$ cat config.mk
export PLATFORM = sky130hd
export DESIGN_NAME = tlb_mmu_top
export DESIGN_NICKNAME = d
export VERILOG_FILES = /design/src/common/mmu_pkg.sv /design/src/mmu/cp0_tlb_regs.sv /design/src/mmu/tlb_entry_array.sv /design/src/mmu/tlb_lookup_port.sv /design/src/mmu/tlb_mmu_top.sv
export SDC_FILE = /design/constraint.sdc
export NUM_CORES = 2
export LEC_CHECK = 0
export BUFFER_PORTS_ARGS = -buffer_cell sky130_fd_sc_hd__buf_2
export CAP_MARGIN = 10
export CELL_PAD_IN_SITES_DETAIL_PLACEMENT = 0
export CELL_PAD_IN_SITES_GLOBAL_PLACEMENT = 1
export CORE_MARGIN = 2
export CORE_UTILIZATION = 35
export DETAILED_ROUTE_END_ITERATION = 12
export PLACE_DENSITY = 0.7
export SLEW_MARGIN = 10
export SYNTH_ARGS = -nofsm -noshare
export SYNTH_HDL_FRONTEND = slang
export SYNTH_SLANG_ARGS = --single-unit
$ cat constraint.sdc
create_clock -name aclk -period 7.2 [get_ports aclk]
set_input_delay 1.44 -clock aclk [delete_from_list [all_inputs] [get_ports aclk]]
set_output_delay 1.44 -clock aclk [all_outputs]
set_load 0.1 [all_outputs]
$ cat src/common/mmu_pkg.sv
package mmu_pkg;

    // TLB geometry
    localparam int tlb_entries   = 16;
    localparam int tlb_index_w   = 4;
    localparam int vpn2_w        = 19;
    localparam int asid_w        = 8;
    localparam int pfn_w         = 20;
    localparam int cache_attr_w  = 3;
    localparam int page_offset_w = 12;
    localparam int word_w        = 32;

    // Random restarts at the top entry
    localparam logic [tlb_index_w-1:0] random_reset = 4'd15;

    // coprocessor register numbers
    localparam int cp0_addr_w = 5;
    localparam logic [cp0_addr_w-1:0] cp0_reg_index    = 5'd0;
    localparam logic [cp0_addr_w-1:0] cp0_reg_random   = 5'd1;
    localparam logic [cp0_addr_w-1:0] cp0_reg_entrylo0 = 5'd2;
    localparam logic [cp0_addr_w-1:0] cp0_reg_entrylo1 = 5'd3;
    localparam logic [cp0_addr_w-1:0] cp0_reg_entryhi  = 5'd10;

    // one mtc0/mfc0 word, seen as EntryHi or as EntryLo
    typedef union packed {
        logic [word_w-1:0] raw;
        struct packed {
            logic [vpn2_w-1:0] vpn2;
            logic [4:0]        rsvd;
            logic [asid_w-1:0] asid;
        } hi;
        struct packed {
            logic [5:0]              rsvd;
            logic [pfn_w-1:0]        pfn;
            logic [cache_attr_w-1:0] c;
            logic                    d;
            logic                    v;
            logic                    g;
        } lo;
    } cp0_word_u;

endpackage

$ cat src/mmu/cp0_tlb_regs.sv
module cp0_tlb_regs (
    input  logic                              aclk,
    input  logic                              reset,
    input  logic                              cp0_wen,
    input  logic [mmu_pkg::cp0_addr_w-1:0]    cp0_waddr,
    input  logic [mmu_pkg::word_w-1:0]        cp0_wdata,
    input  logic [mmu_pkg::cp0_addr_w-1:0]    cp0_raddr,
    output logic [mmu_pkg::word_w-1:0]        cp0_rdata,
    input  logic                              tlbwi,
    input  logic                              tlbwr,
    input  logic                              tlbp,
    input  logic                              probe_found,
    input  logic [mmu_pkg::tlb_index_w-1:0]   probe_index,
    output logic [mmu_pkg::vpn2_w-1:0]        entryhi_vpn2,
    output logic [mmu_pkg::asid_w-1:0]        entryhi_asid,
    output logic                              entry_we,
    output logic [mmu_pkg::tlb_index_w-1:0]   entry_windex,
    output logic [mmu_pkg::pfn_w-1:0]         lo0_pfn,
    output logic [mmu_pkg::cache_attr_w-1:0]  lo0_c,
    output logic                              lo0_d,
    output logic                              lo0_v,
    output logic                              lo0_g,
    output logic [mmu_pkg::pfn_w-1:0]         lo1_pfn,
    output logic [mmu_pkg::cache_attr_w-1:0]  lo1_c,
    output logic                              lo1_d,
    output logic                              lo1_v,
    output logic                              lo1_g
);

    mmu_pkg::cp0_word_u               wword;
    mmu_pkg::cp0_word_u               rword;
    logic                             index_p;
    logic [mmu_pkg::tlb_index_w-1:0]  index_val;
    logic [mmu_pkg::tlb_index_w-1:0]  random;
    logic                             probe_pending;

    assign wword = cp0_wdata;

    // tlbwr uses Random, tlbwi uses Index
    assign entry_we     = tlbwi | tlbwr;
    assign entry_windex = tlbwr ? random : index_val;

    always_ff @(posedge aclk) begin
        if (reset) begin
            index_p       <= 1'b0;
            index_val     <= '0;
            random        <= mmu_pkg::random_reset;
            probe_pending <= 1'b0;
            entryhi_vpn2  <= '0;
            entryhi_asid  <= '0;
            {lo0_pfn, lo0_c, lo0_d, lo0_v, lo0_g} <= '0;
            {lo1_pfn, lo1_c, lo1_d, lo1_v, lo1_g} <= '0;
        end else begin
            probe_pending <= tlbp;
            if (tlbwr) begin
                random <= (random == '0) ? mmu_pkg::random_reset : random - 1'b1;
            end
            // Random and the probe bit are not software writable
            if (cp0_wen) begin
                case (cp0_waddr)
                    mmu_pkg::cp0_reg_index: index_val <= wword.raw[mmu_pkg::tlb_index_w-1:0];
                    mmu_pkg::cp0_reg_entrylo0: begin
                        lo0_pfn <= wword.lo.pfn;
                        lo0_c   <= wword.lo.c;
                        lo0_d   <= wword.lo.d;
                        lo0_v   <= wword.lo.v;
                        lo0_g   <= wword.lo.g;
                    end
                    mmu_pkg::cp0_reg_entrylo1: begin
                        lo1_pfn <= wword.lo.pfn;
                        lo1_c   <= wword.lo.c;
                        lo1_d   <= wword.lo.d;
                        lo1_v   <= wword.lo.v;
                        lo1_g   <= wword.lo.g;
                    end
                    mmu_pkg::cp0_reg_entryhi: begin
                        entryhi_vpn2 <= wword.hi.vpn2;
                        entryhi_asid <= wword.hi.asid;
                    end
                    default: ;
                endcase
            end
            // probe result is registered one edge after the strobe
            if (probe_pending) begin
                index_p <= !probe_found;
                if (probe_found) begin
                    index_val <= probe_index;
                end
            end
        end
    end

    always_comb begin
        rword.raw = '0;
        case (cp0_raddr)
            mmu_pkg::cp0_reg_index: begin
                rword.raw[mmu_pkg::word_w-1]          = index_p;
                rword.raw[mmu_pkg::tlb_index_w-1:0]   = index_val;
            end
            mmu_pkg::cp0_reg_random: rword.raw[mmu_pkg::tlb_index_w-1:0] = random;
            mmu_pkg::cp0_reg_entrylo0: begin
                rword.lo.pfn = lo0_pfn;
                rword.lo.c   = lo0_c;
                rword.lo.d   = lo0_d;
                rword.lo.v   = lo0_v;
                rword.lo.g   = lo0_g;
            end
            mmu_pkg::cp0_reg_entrylo1: begin
                rword.lo.pfn = lo1_pfn;
                rword.lo.c   = lo1_c;
                rword.lo.d   = lo1_d;
                rword.lo.v   = lo1_v;
                rword.lo.g   = lo1_g;
            end
            mmu_pkg::cp0_reg_entryhi: begin
                rword.hi.vpn2 = entryhi_vpn2;
                rword.hi.asid = entryhi_asid;
            end
            default: ;
        endcase
    end

    assign cp0_rdata = rword.raw;

    // mtc0 and the TLB operations never overlap
    a_strobes_exclusive: assert property (@(posedge aclk) disable iff (reset)
        $onehot0({cp0_wen, tlbwi, tlbwr, tlbp}));

    // Index belongs to the probe capture in the cycle after a tlbp
    a_probe_capture: assert property (@(posedge aclk) disable iff (reset)
        probe_pending |-> !tlbwi && !(cp0_wen && cp0_waddr == mmu_pkg::cp0_reg_index));

endmodule

$ cat src/mmu/tlb_entry_array.sv
module tlb_entry_array (
    input  logic                                                  aclk,
    input  logic                                                  reset,
    input  logic                                                  entry_we,
    input  logic [mmu_pkg::tlb_index_w-1:0]                       entry_windex,
    input  logic [mmu_pkg::vpn2_w-1:0]                            entryhi_vpn2,
    input  logic [mmu_pkg::asid_w-1:0]                            entryhi_asid,
    input  logic [mmu_pkg::pfn_w-1:0]                             lo0_pfn,
    input  logic [mmu_pkg::cache_attr_w-1:0]                      lo0_c,
    input  logic                                                  lo0_d,
    input  logic                                                  lo0_v,
    input  logic                                                  lo0_g,
    input  logic [mmu_pkg::pfn_w-1:0]                             lo1_pfn,
    input  logic [mmu_pkg::cache_attr_w-1:0]                      lo1_c,
    input  logic                                                  lo1_d,
    input  logic                                                  lo1_v,
    input  logic                                                  lo1_g,
    output logic [mmu_pkg::tlb_entries*mmu_pkg::vpn2_w-1:0]       ent_vpn2,
    output logic [mmu_pkg::tlb_entries*mmu_pkg::asid_w-1:0]       ent_asid,
    output logic [mmu_pkg::tlb_entries-1:0]                       ent_g,
    output logic [mmu_pkg::tlb_entries*mmu_pkg::pfn_w-1:0]        ent_pfn0,
    output logic [mmu_pkg::tlb_entries*mmu_pkg::cache_attr_w-1:0] ent_c0,
    output logic [mmu_pkg::tlb_entries-1:0]                       ent_d0,
    output logic [mmu_pkg::tlb_entries-1:0]                       ent_v0,
    output logic [mmu_pkg::tlb_entries*mmu_pkg::pfn_w-1:0]        ent_pfn1,
    output logic [mmu_pkg::tlb_entries*mmu_pkg::cache_attr_w-1:0] ent_c1,
    output logic [mmu_pkg::tlb_entries-1:0]                       ent_d1,
    output logic [mmu_pkg::tlb_entries-1:0]                       ent_v1
);

    // entry payload
    always_ff @(posedge aclk) begin
        if (entry_we) begin
            ent_vpn2[entry_windex*mmu_pkg::vpn2_w +: mmu_pkg::vpn2_w]               <= entryhi_vpn2;
            ent_asid[entry_windex*mmu_pkg::asid_w +: mmu_pkg::asid_w]               <= entryhi_asid;
            ent_pfn0[entry_windex*mmu_pkg::pfn_w +: mmu_pkg::pfn_w]                 <= lo0_pfn;
            ent_pfn1[entry_windex*mmu_pkg::pfn_w +: mmu_pkg::pfn_w]                 <= lo1_pfn;
            ent_c0[entry_windex*mmu_pkg::cache_attr_w +: mmu_pkg::cache_attr_w]     <= lo0_c;
            ent_c1[entry_windex*mmu_pkg::cache_attr_w +: mmu_pkg::cache_attr_w]     <= lo1_c;
            ent_d0[entry_windex] <= lo0_d;
            ent_d1[entry_windex] <= lo1_d;
        end
    end

    // an entry is global only when both halves say so
    always_ff @(posedge aclk) begin
        if (reset) begin
            ent_g  <= '0;
            ent_v0 <= '0;
            ent_v1 <= '0;
        end else if (entry_we) begin
            ent_g[entry_windex]  <= lo0_g & lo1_g;
            ent_v0[entry_windex] <= lo0_v;
            ent_v1[entry_windex] <= lo1_v;
        end
    end

endmodule

$ cat src/mmu/tlb_lookup_port.sv
module tlb_lookup_port (
    input  logic                                            aclk,
    input  logic                                            reset,
    input  logic [mmu_pkg::word_w-1:0]                      vaddr,
    input  logic [mmu_pkg::asid_w-1:0]                      asid,
    input  logic [mmu_pkg::tlb_entries*mmu_pkg::vpn2_w-1:0] ent_vpn2,
    input  logic [mmu_pkg::tlb_entries*mmu_pkg::asid_w-1:0] ent_asid,
    input  logic [mmu_pkg::tlb_entries-1:0]                 ent_g,
    input  logic [mmu_pkg::tlb_entries*mmu_pkg::pfn_w-1:0]  ent_pfn0,
    input  logic [mmu_pkg::tlb_entries-1:0]                 ent_d0,
    input  logic [mmu_pkg::tlb_entries-1:0]                 ent_v0,
    input  logic [mmu_pkg::tlb_entries*mmu_pkg::pfn_w-1:0]  ent_pfn1,
    input  logic [mmu_pkg::tlb_entries-1:0]                 ent_d1,
    input  logic [mmu_pkg::tlb_entries-1:0]                 ent_v1,
    output logic                                            found,
    output logic [mmu_pkg::tlb_index_w-1:0]                 index,
    output logic [mmu_pkg::word_w-1:0]                      paddr,
    output logic                                            valid,
    output logic                                            dirty
);

    logic [mmu_pkg::tlb_entries-1:0]  match;
    logic                             hit;
    logic [mmu_pkg::tlb_index_w-1:0]  hit_index;
    logic [mmu_pkg::pfn_w-1:0]        hit_pfn;
    logic                             hit_v;
    logic                             hit_d;
    logic                             odd;

    assign odd = vaddr[mmu_pkg::page_offset_w];

    // an entry with neither page valid is treated as empty
    for (genvar i = 0; i < mmu_pkg::tlb_entries; i++) begin : g_match
        assign match[i] =
            (ent_vpn2[i*mmu_pkg::vpn2_w +: mmu_pkg::vpn2_w] ==
             vaddr[mmu_pkg::word_w-1 -: mmu_pkg::vpn2_w]) &&
            (ent_g[i] || ent_asid[i*mmu_pkg::asid_w +: mmu_pkg::asid_w] == asid) &&
            (ent_v0[i] || ent_v1[i]);
    end

    always_comb begin
        hit       = 1'b0;
        hit_index = '0;
        hit_pfn   = '0;
        hit_v     = 1'b0;
        hit_d     = 1'b0;
        for (int i = 0; i < mmu_pkg::tlb_entries; i++) begin
            if (match[i]) begin
                hit       = 1'b1;
                hit_index = i[mmu_pkg::tlb_index_w-1:0];
                hit_pfn   = odd ? ent_pfn1[i*mmu_pkg::pfn_w +: mmu_pkg::pfn_w]
                                : ent_pfn0[i*mmu_pkg::pfn_w +: mmu_pkg::pfn_w];
                hit_v     = odd ? ent_v1[i] : ent_v0[i];
                hit_d     = odd ? ent_d1[i] : ent_d0[i];
            end
        end
    end

    always_ff @(posedge aclk) begin
        if (reset) begin
            found <= 1'b0;
            valid <= 1'b0;
            dirty <= 1'b0;
        end else begin
            found <= hit;
            valid <= hit_v;
            dirty <= hit_d;
        end
    end

    always_ff @(posedge aclk) begin
        index <= hit_index;
        paddr <= {hit_pfn, vaddr[mmu_pkg::page_offset_w-1:0]};
    end

    // software never writes two entries for the same page pair
    a_single_match: assert property (@(posedge aclk) disable iff (reset)
        $onehot0(match));

endmodule

$ cat src/mmu/tlb_mmu_top.sv
module tlb_mmu_top (
    input  logic                              aclk,
    input  logic                              reset,
    input  logic                              cp0_wen,
    input  logic [mmu_pkg::cp0_addr_w-1:0]    cp0_waddr,
    input  logic [mmu_pkg::word_w-1:0]        cp0_wdata,
    input  logic [mmu_pkg::cp0_addr_w-1:0]    cp0_raddr,
    output logic [mmu_pkg::word_w-1:0]        cp0_rdata,
    input  logic                              tlbwi,
    input  logic                              tlbwr,
    input  logic                              tlbp,
    input  logic [mmu_pkg::word_w-1:0]        inst_vaddr,
    output logic [mmu_pkg::word_w-1:0]        inst_paddr,
    output logic                              inst_found,
    output logic                              inst_valid,
    input  logic [mmu_pkg::word_w-1:0]        data_vaddr,
    output logic [mmu_pkg::word_w-1:0]        data_paddr,
    output logic                              data_found,
    output logic                              data_valid,
    output logic                              data_dirty
);

    localparam int n = mmu_pkg::tlb_entries;

    logic [mmu_pkg::vpn2_w-1:0]       entryhi_vpn2;
    logic [mmu_pkg::asid_w-1:0]       entryhi_asid;
    logic                             entry_we;
    logic [mmu_pkg::tlb_index_w-1:0]  entry_windex;
    logic [mmu_pkg::pfn_w-1:0]        lo0_pfn;
    logic [mmu_pkg::cache_attr_w-1:0] lo0_c;
    logic                             lo0_d;
    logic                             lo0_v;
    logic                             lo0_g;
    logic [mmu_pkg::pfn_w-1:0]        lo1_pfn;
    logic [mmu_pkg::cache_attr_w-1:0] lo1_c;
    logic                             lo1_d;
    logic                             lo1_v;
    logic                             lo1_g;
    logic                             probe_found;
    logic [mmu_pkg::tlb_index_w-1:0]  probe_index;

    // flattened entry fields, entry i at slice i
    logic [n*mmu_pkg::vpn2_w-1:0]     ent_vpn2;
    logic [n*mmu_pkg::asid_w-1:0]     ent_asid;
    logic [n-1:0]                     ent_g;
    logic [n*mmu_pkg::pfn_w-1:0]      ent_pfn0;
    logic [n-1:0]                     ent_d0;
    logic [n-1:0]                     ent_v0;
    logic [n*mmu_pkg::pfn_w-1:0]      ent_pfn1;
    logic [n-1:0]                     ent_d1;
    logic [n-1:0]                     ent_v1;

    cp0_tlb_regs u_regs (
        .aclk(aclk), .reset(reset),
        .cp0_wen(cp0_wen), .cp0_waddr(cp0_waddr), .cp0_wdata(cp0_wdata),
        .cp0_raddr(cp0_raddr), .cp0_rdata(cp0_rdata),
        .tlbwi(tlbwi), .tlbwr(tlbwr), .tlbp(tlbp),
        .probe_found(probe_found), .probe_index(probe_index),
        .entryhi_vpn2(entryhi_vpn2), .entryhi_asid(entryhi_asid),
        .entry_we(entry_we), .entry_windex(entry_windex),
        .lo0_pfn(lo0_pfn), .lo0_c(lo0_c), .lo0_d(lo0_d), .lo0_v(lo0_v), .lo0_g(lo0_g),
        .lo1_pfn(lo1_pfn), .lo1_c(lo1_c), .lo1_d(lo1_d), .lo1_v(lo1_v), .lo1_g(lo1_g)
    );

    // C fields are kept in the array but no lookup consumes them
    tlb_entry_array u_array (
        .aclk(aclk), .reset(reset),
        .entry_we(entry_we), .entry_windex(entry_windex),
        .entryhi_vpn2(entryhi_vpn2), .entryhi_asid(entryhi_asid),
        .lo0_pfn(lo0_pfn), .lo0_c(lo0_c), .lo0_d(lo0_d), .lo0_v(lo0_v), .lo0_g(lo0_g),
        .lo1_pfn(lo1_pfn), .lo1_c(lo1_c), .lo1_d(lo1_d), .lo1_v(lo1_v), .lo1_g(lo1_g),
        .ent_vpn2(ent_vpn2), .ent_asid(ent_asid), .ent_g(ent_g),
        .ent_pfn0(ent_pfn0), .ent_c0(), .ent_d0(ent_d0), .ent_v0(ent_v0),
        .ent_pfn1(ent_pfn1), .ent_c1(), .ent_d1(ent_d1), .ent_v1(ent_v1)
    );

    tlb_lookup_port u_inst_lookup (
        .aclk(aclk), .reset(reset), .vaddr(inst_vaddr), .asid(entryhi_asid),
        .ent_vpn2(ent_vpn2), .ent_asid(ent_asid), .ent_g(ent_g),
        .ent_pfn0(ent_pfn0), .ent_d0(ent_d0), .ent_v0(ent_v0),
        .ent_pfn1(ent_pfn1), .ent_d1(ent_d1), .ent_v1(ent_v1),
        .found(inst_found), .index(), .paddr(inst_paddr), .valid(inst_valid), .dirty()
    );

    tlb_lookup_port u_data_lookup (
        .aclk(aclk), .reset(reset), .vaddr(data_vaddr), .asid(entryhi_asid),
        .ent_vpn2(ent_vpn2), .ent_asid(ent_asid), .ent_g(ent_g),
        .ent_pfn0(ent_pfn0), .ent_d0(ent_d0), .ent_v0(ent_v0),
        .ent_pfn1(ent_pfn1), .ent_d1(ent_d1), .ent_v1(ent_v1),
        .found(data_found), .index(), .paddr(data_paddr), .valid(data_valid),
        .dirty(data_dirty)
    );

    // tlbp searches for EntryHi itself
    tlb_lookup_port u_probe_lookup (
        .aclk(aclk), .reset(reset),
        .vaddr({entryhi_vpn2, {(mmu_pkg::word_w - mmu_pkg::vpn2_w){1'b0}}}),
        .asid(entryhi_asid),
        .ent_vpn2(ent_vpn2), .ent_asid(ent_asid), .ent_g(ent_g),
        .ent_pfn0(ent_pfn0), .ent_d0(ent_d0), .ent_v0(ent_v0),
        .ent_pfn1(ent_pfn1), .ent_d1(ent_d1), .ent_v1(ent_v1),
        .found(probe_found), .index(probe_index), .paddr(), .valid(), .dirty()
    );

endmodule

-- After elaboration in Yosys (flattened, before gate mapping)
Cells that the tools add are included.
- logic and storage cells: 509
- output and inout port bits: 101
- register bits: 1315
- input port bits: 112
- shift-type cells: 7
- bitwise gates (word level): 2
- equal/unequal tests: 71
- add/subtract/negate cells: 4
- mux-type cells: 245
- reduce and logical (&&, ||, !) cells: 139
- $mul: 2
- magnitude comparators: 2
- operators by type and width (cell ; count):
    $mux 20 ; 64
    $eq 19x19->1 ; 48
    $bwmux 320 ; 2
    $shiftx 20x34->320 ; 2
    $shift 20x34->320 const A ; 1
    $bwmux 304 ; 1
    $shift 19x34->304 const A ; 1
    $shiftx 19x34->304 ; 1
    $mux 1 ; 147
    $bwmux 128 ; 1
    $eq 8x8->1 ; 16
    $shift 8x34->128 const A ; 1
    $shiftx 8x34->128 ; 1
    $logic_and 1x1->1 ; 97
    $bwmux 16 ; 5
    $neg 9->34 ; 2
    $pmux 13 s3 ; 1
    $neg 7->34 ; 1
    $logic_or 1x1->1 ; 32
    $mux 3 ; 8
    $mux 4 ; 6
    $eq 5x2->1 const B ; 4
    $pmux 4 s5 ; 1
    $pmux 4 s3 ; 1
    21 further kinds ; 28

-- Longest topological paths before layout
- depth in word-level cells: 20
- depth in mapped cells: 17
- depth with buffers taken out: 14

-- By module
A second synthesis with hierarchy kept.
- cell total of the unflattened synthesis: 9033
- area, all modules: 93738.7 um^2
- by module, submodules not included (module ; times used ; area each (um^2) ; seq. area each (um^2) ; cells an instance):
    tlb_entry_array ; 1 ; 48949.4 ; 36995.5 ; 3603
    tlb_lookup_port ; 3 ; 13623.1 ; 780.7 ; 1640
    cp0_tlb_regs ; 1 ; 3916.3 ; 1781.7 ; 509
    tlb_mmu_top ; 1 ; 3.8 ; 0.0 ; 1

-- Worst setup path after synthesis
Ideal clock, no wire load.
- path type: input -> register
- start point: input tlbwr
- end point: register u_array.ent_pfn0[4] (netlist name) (enable)
- path slack: 0.942 ns
- arrival: 5.888 ns
- path buffers: 4
- cell stages on the path: 16
- required time: 6.830 ns
- setup time: 0.370 ns
- path through: buf_2 > mux2i_1 > inv_2 > buf_1 > ha_1 > ha_1 > fa_1 > clkbuf_2 > or4_1 > xor2_1 > and2_1 > buf_2 > nand2_1 > nor2_1 > a21oi_1 > nor2_1
- longest elaborated chain between the ends: 1
- RTL lines (element ; line ; text):
    start: declaration ; tlb_mmu_top.sv:10 ; input logic tlbwr,
    $or 1x1->1 ; cp0_tlb_regs.sv:40 ; assign entry_we = tlbwi | tlbwr;
    end signal: indexed assignment ; tlb_entry_array.sv:36 ; ent_pfn0[entry_windex*mmu_pkg::pfn_w +: mmu_pkg::pfn_w] <= lo0_pfn;
    end: declaration ; tlb_entry_array.sv:21 ; output logic [mmu_pkg::tlb_entries*mmu_pkg::pfn_w-1:0] ent_pfn0,
Every way passes these cells.
A chain may end at the register's enable or synchronous reset.

-- Worst setup path after layout
- start point: input tlbwr
- end point: register u_array.ent_pfn1[316] (netlist name) (data pin)
- longest elaborated chain between the ends: 5
- elaborated cells between the ends (all ways): 6
- classes of those cells: add/sub (1); mul (1); shift (2); mux (2)
- RTL lines (element ; line ; text):
    $mux 4 (*) ; cp0_tlb_regs.sv:41 ; assign entry_windex = tlbwr ? random : index_val;
    $mul 4x3->7 (*) ; tlb_entry_array.sv:37 ; ent_pfn1[entry_windex*mmu_pkg::pfn_w +: mmu_pkg::pfn_w] <= lo1_pfn;
    $neg 9->34 (*) ; tlb_entry_array.sv:37 ;
    $shiftx 20x34->320 or $shift 20x34->320 (tied branches) ; tlb_entry_array.sv:37 ;
    $bwmux 320 (*) ; tlb_entry_array.sv:37 ;
    end signal: indexed assignment ; tlb_entry_array.sv:37 ;
    end: declaration ; tlb_entry_array.sv:25 ; output logic [mmu_pkg::tlb_entries*mmu_pkg::pfn_w-1:0] ent_pfn1,
Mark *: on every way between the ends. The rest lies on a longest branch, timed or not.

==> reports/summary.log <==
qor: layout.layout.cells.most_common_list nor2_1, edfxtp_1, xor2_1
qor: layout.finalNonFillerCells 10,600
qor: synth.synth_compound_gate_area_share 0.0927
qor: global_route.grt_first_pass_wirelength 522 mm
qor: place.placed_area 0.0824 mm²
qor: drt.drt_iter0_drc 11,700
qor: die.dieHeight 472 µm
qor: hold_path.worstHoldPathType reg2reg
qor: global_route.grt_max_degree 96
qor: synth.synth.lib_cells_used.distinct 84
qor: synth.synth_mux_area_frac 0.105
qor: synth.netlist_instances 7,407
qor: sta.setup_total_negative_slack 0 ps
qor: layout.layout-drive-gt1-share 0.150
qor: clock_tree.cts_tree built
qor: clock_tree.cts_repair_resize_count 0
qor: drt.routed_wl 391 mm
qor: drt.drt-pass1-iter-count 6
qor: synth.ys_warn_count 0
qor: synth.mappedNetlistArea 0.0765 mm²
qor: worst_setup_path.cp_data_arrival_time 6550 ps
qor: clock_tree.cts-buffers-inserted 154
qor: die.ios 213
qor: sta.setup-violations-final 0
qor: die.initial_utilization 0.352
qor: place.dp_cells 10,300
qor: drt.remaining_drc_errors 0
qor: place.post-dp-hpwl 289 mm
qor: run_status.run_status completed
qor: global_route.number_of_antenna_violations_at_the_first_check_in_global_routing 38
qor: worst_setup_path.critical_path.cell_chain buf_2 -> mux2i_1 -> inv_2 -> ha_1 -> ha_1 -> fa_1 -> nor4_1 -> nand3_2 -> nand2_1 -> nor2_1 -> a21oi_1 -> nand2_1 -> o21ai_2 -> buf_4 -> nor2_1
qor: drt.viasPerCell 6.25
qor: synth.post_synth_and_or_nand_nor_area_fraction 0.156
qor: clock_tree.worstSkewPairLatency 850 ps
qor: power.power_per_unit_of_standard_cell_area 229 mW/mm²
qor: sta.grt_setup_unrepaired false
qor: global_route.grt_overflow_total 0
qor: synth.syn_nets 7,531
qor: die.core 0.217 mm²
qor: worst_setup_path.start_kind input port
qor: worst_setup_path.worst-path-max-fanout 15
qor: synth.synth-edff-count 1,104
qor: synth.main_flop_type_after_synthesis edfxtp_1
qor: clock_tree.cts_sinks 1,315
qor: layout.final_area 0.0874 mm²
qor: place.numPortBuffers 212
qor: layout.finalNetCount 7,720
qor: power.worst_ir_drop_vdd 0.000264 V
qor: clock_tree.post-cts-setup-buffer-count 0
qor: sta.timing.final.hold_violations 0
qor: sta.worst_slack 1180 ps
qor: die.die_w 472 µm
qor: sta.worst_tran_pin_value 1380 ps
qor: drt.drtAntennaViolNets 0
qor: worst_setup_path.worst-setup-path-type in2reg
qor: worst_setup_path.timing.critical_path.to_type register
qor: synth.synth_sequential_area_ratio 0.488
qor: drt.vias 66,200
qor: sta.slew_headroom 0.0827
qor: clock_tree.cts_hold_repair.buffers 0
qor: die.dieArea 0.222 mm²
qor: worst_setup_path.worst_path_largest_cell_delay 670 ps
qor: drt.routedWlPerCell 36.9 µm
qor: worst_setup_path.cp.required 7730 ps
qor: sta.clock_skew 50.9 ps
qor: layout.layout_commonest_cell nor2_1
qor: sta.fin_max_slew_vios 0
qor: worst_setup_path.critPathSlowestCell a21oi_1
qor: clock_tree.ctsRootBufferMaster clkbuf_16
qor: die.std_cell_rows 171
qor: sta.post-route-min-period 6020 ps
qor: sta.fin_crit_sh 0.836
qor: clock_tree.clkSlewWorstSetupHoldPaths 60 ps
qor: sta.fmaxAchievable 166 MHz
qor: power.static_leakage_power 0.0291 µW
qor: synth.asyncSetResetFlopFracSynth 0
qor: clock_tree.cts_buffer_depth 3
qor: clock_tree.ctsHtreeMaxLevel 4
qor: synth.synthXorXnorAreaFrac 0.120
qor: global_route.grt_usage 0.339
qor: synth.postSynthRegisterBits 1,315
qor: synth.synth.avg_cell_area 10.3 µm²
qor: synth.post_synth_fa_ha_maj_area_fraction 0.00206
qor: global_route.first_global_vias 61,600
qor: synth.combinational_family_with_the_most_area_after_synthesis simple AND/OR/NAND/NOR gates
qor: layout.synthToLayoutAreaGrowth 14.1%
qor: place.setup_slack_at_placement 596 ps
qor: place.gp_routability_congestion 1.08
qor: job.timing.max_cap.violations 0
[flip-flops by register name, indices dropped and copies added (netlist names), 4 cells and up]
register / count
u_array.ent_pfn0: 320
u_array.ent_pfn1: 320
u_array.ent_vpn2: 304
u_array.ent_asid: 128
u_data_lookup.paddr: 32
u_inst_lookup.paddr: 32
u_regs.lo0_pfn: 20
u_regs.lo1_pfn: 20
u_regs.entryhi_vpn2: 19
u_array.ent_d0: 16
u_array.ent_d1: 16
u_array.ent_g: 16
u_array.ent_v0: 16
u_array.ent_v1: 16
u_regs.entryhi_asid: 8
u_probe_lookup.index: 4
u_regs.index_val: 4
u_regs.random: 4
[cells in the mapped netlist, types with 19 or more instances]
| cell | number | area (µm²) |
|---|---|---|
| nand2_1 | 606 | 2270 |
| o211ai_1 | 22 | 165 |
| clkbuf_1 | 387 | 1450 |
| a22oi_1 | 39 | 293 |
| buf_2 | 133 | 666 |
| nor4_1 | 224 | 1400 |
| a32o_1 | 19 | 190 |
| nor2_1 | 1139 | 4280 |
| nor2b_1 | 39 | 244 |
| and3_1 | 71 | 444 |
| nor3_1 | 83 | 415 |
| nand4_1 | 91 | 569 |
| a211o_1 | 20 | 175 |
| o22ai_1 | 62 | 388 |
| o21ai_0 | 173 | 866 |
| mux2i_1 | 619 | 6200 |
| nand2b_1 | 50 | 313 |
| edfxtp_1 | 1104 | 33200 |
| xnor2_1 | 297 | 2600 |
| a21oi_1 | 195 | 976 |
| a221o_1 | 21 | 210 |
| o41ai_1 | 20 | 175 |
| buf_1 | 57 | 214 |
| dfxtp_1 | 211 | 4220 |
| o21a_1 | 27 | 203 |
| o221ai_1 | 41 | 359 |
| or3_1 | 32 | 200 |
| o21ai_1 | 34 | 170 |
| mux2_2 | 165 | 1860 |
| xor2_1 | 752 | 6590 |
| inv_1 | 30 | 113 |
| a211oi_1 | 49 | 368 |
| o2111ai_1 | 22 | 193 |
| and2_1 | 114 | 713 |
| a31oi_1 | 36 | 225 |
| nand3_1 | 108 | 541 |
| a221oi_1 | 72 | 631 |
[through the flow]
step / power, µW / util / hold slack, ps
after floorplan: 10600 / - / 436
after global placement: 12100 / 0.379 / 443
after detailed placement: 12100 / 0.379 / 451
after CTS: 19900 / 0.402 / 459
after global routing: 20300 / 0.402 / 482
final: 20000 / 0.402 / 457
[critical path, delay by kind of cell]
family | cells | cell delay, ps
AOI/OAI and AO/OA | 2 | 750
and+or+nand+nor | 6 | 1830
buffers and inverters | 3 | 780
adders and majority gates | 3 | 1080
muxes | 1 | 610
[per-layer routing]
metal / vias to the layer above / GRT usage / share of wire
met2: 5078 / 0.487 / 0.41
met1: 32900 / 0.443 / 0.38
met3: 1075 / 0.110 / 0.13
li1: 27100 / - / -
met4: 20 / 0.205 / 0.072
met5: - / 0 / 0.00036
[area by class of cell]
| type | instances | area (µm²) |
|---|---|---|
| Clock buffer | 202 | 4250 |
| Multi-Input combinational cell | 5456 | 36800 |
| Tap cell | 2854 | 3570 |
| Clock inverter | 79 | 677 |
| Antenna cell | 18 | 45.0 |
| Sequential cell | 1315 | 37400 |
| Timing Repair Buffer | 636 | 4470 |
| Fill cell | 21300 | 130000 |
| Inverter | 33 | 124 |
[power breakdown]
part	leakage, µW	switching (µW)	internal [µW]
Clock	0.00240	3440	4450
Sequential	0.0103	361	8680
Combinational	0.0164	2280	789
Total	0.0291	6080	13900
[worst paths after layout]
kind | startpoint | end | slack (ps) | cells after the start
setup / recovery | tlbwr | u_array.ent_pfn1[316] | 1180 | 15
hold / removal | u_regs.lo0_c[0] | u_regs.lo0_c[0] | 460 | 2
hold reg to reg | u_regs.lo0_c[0] | u_regs.lo0_c[0] | 460 | 2
setup reg to reg | u_regs.random[0] | u_array.ent_pfn1[316] | 1770 | 14
[cells by family after synthesis]
kind of cell / Yosys count
and+or+nand+nor: 2608
buffers and inverters: 636
AOI/OAI and AO/OA: 1000
DFF: 1315
muxes: 785
adders and majority gates: 12
xor gates and xnor gates: 1051
Power figures use the tool's default switching activity.
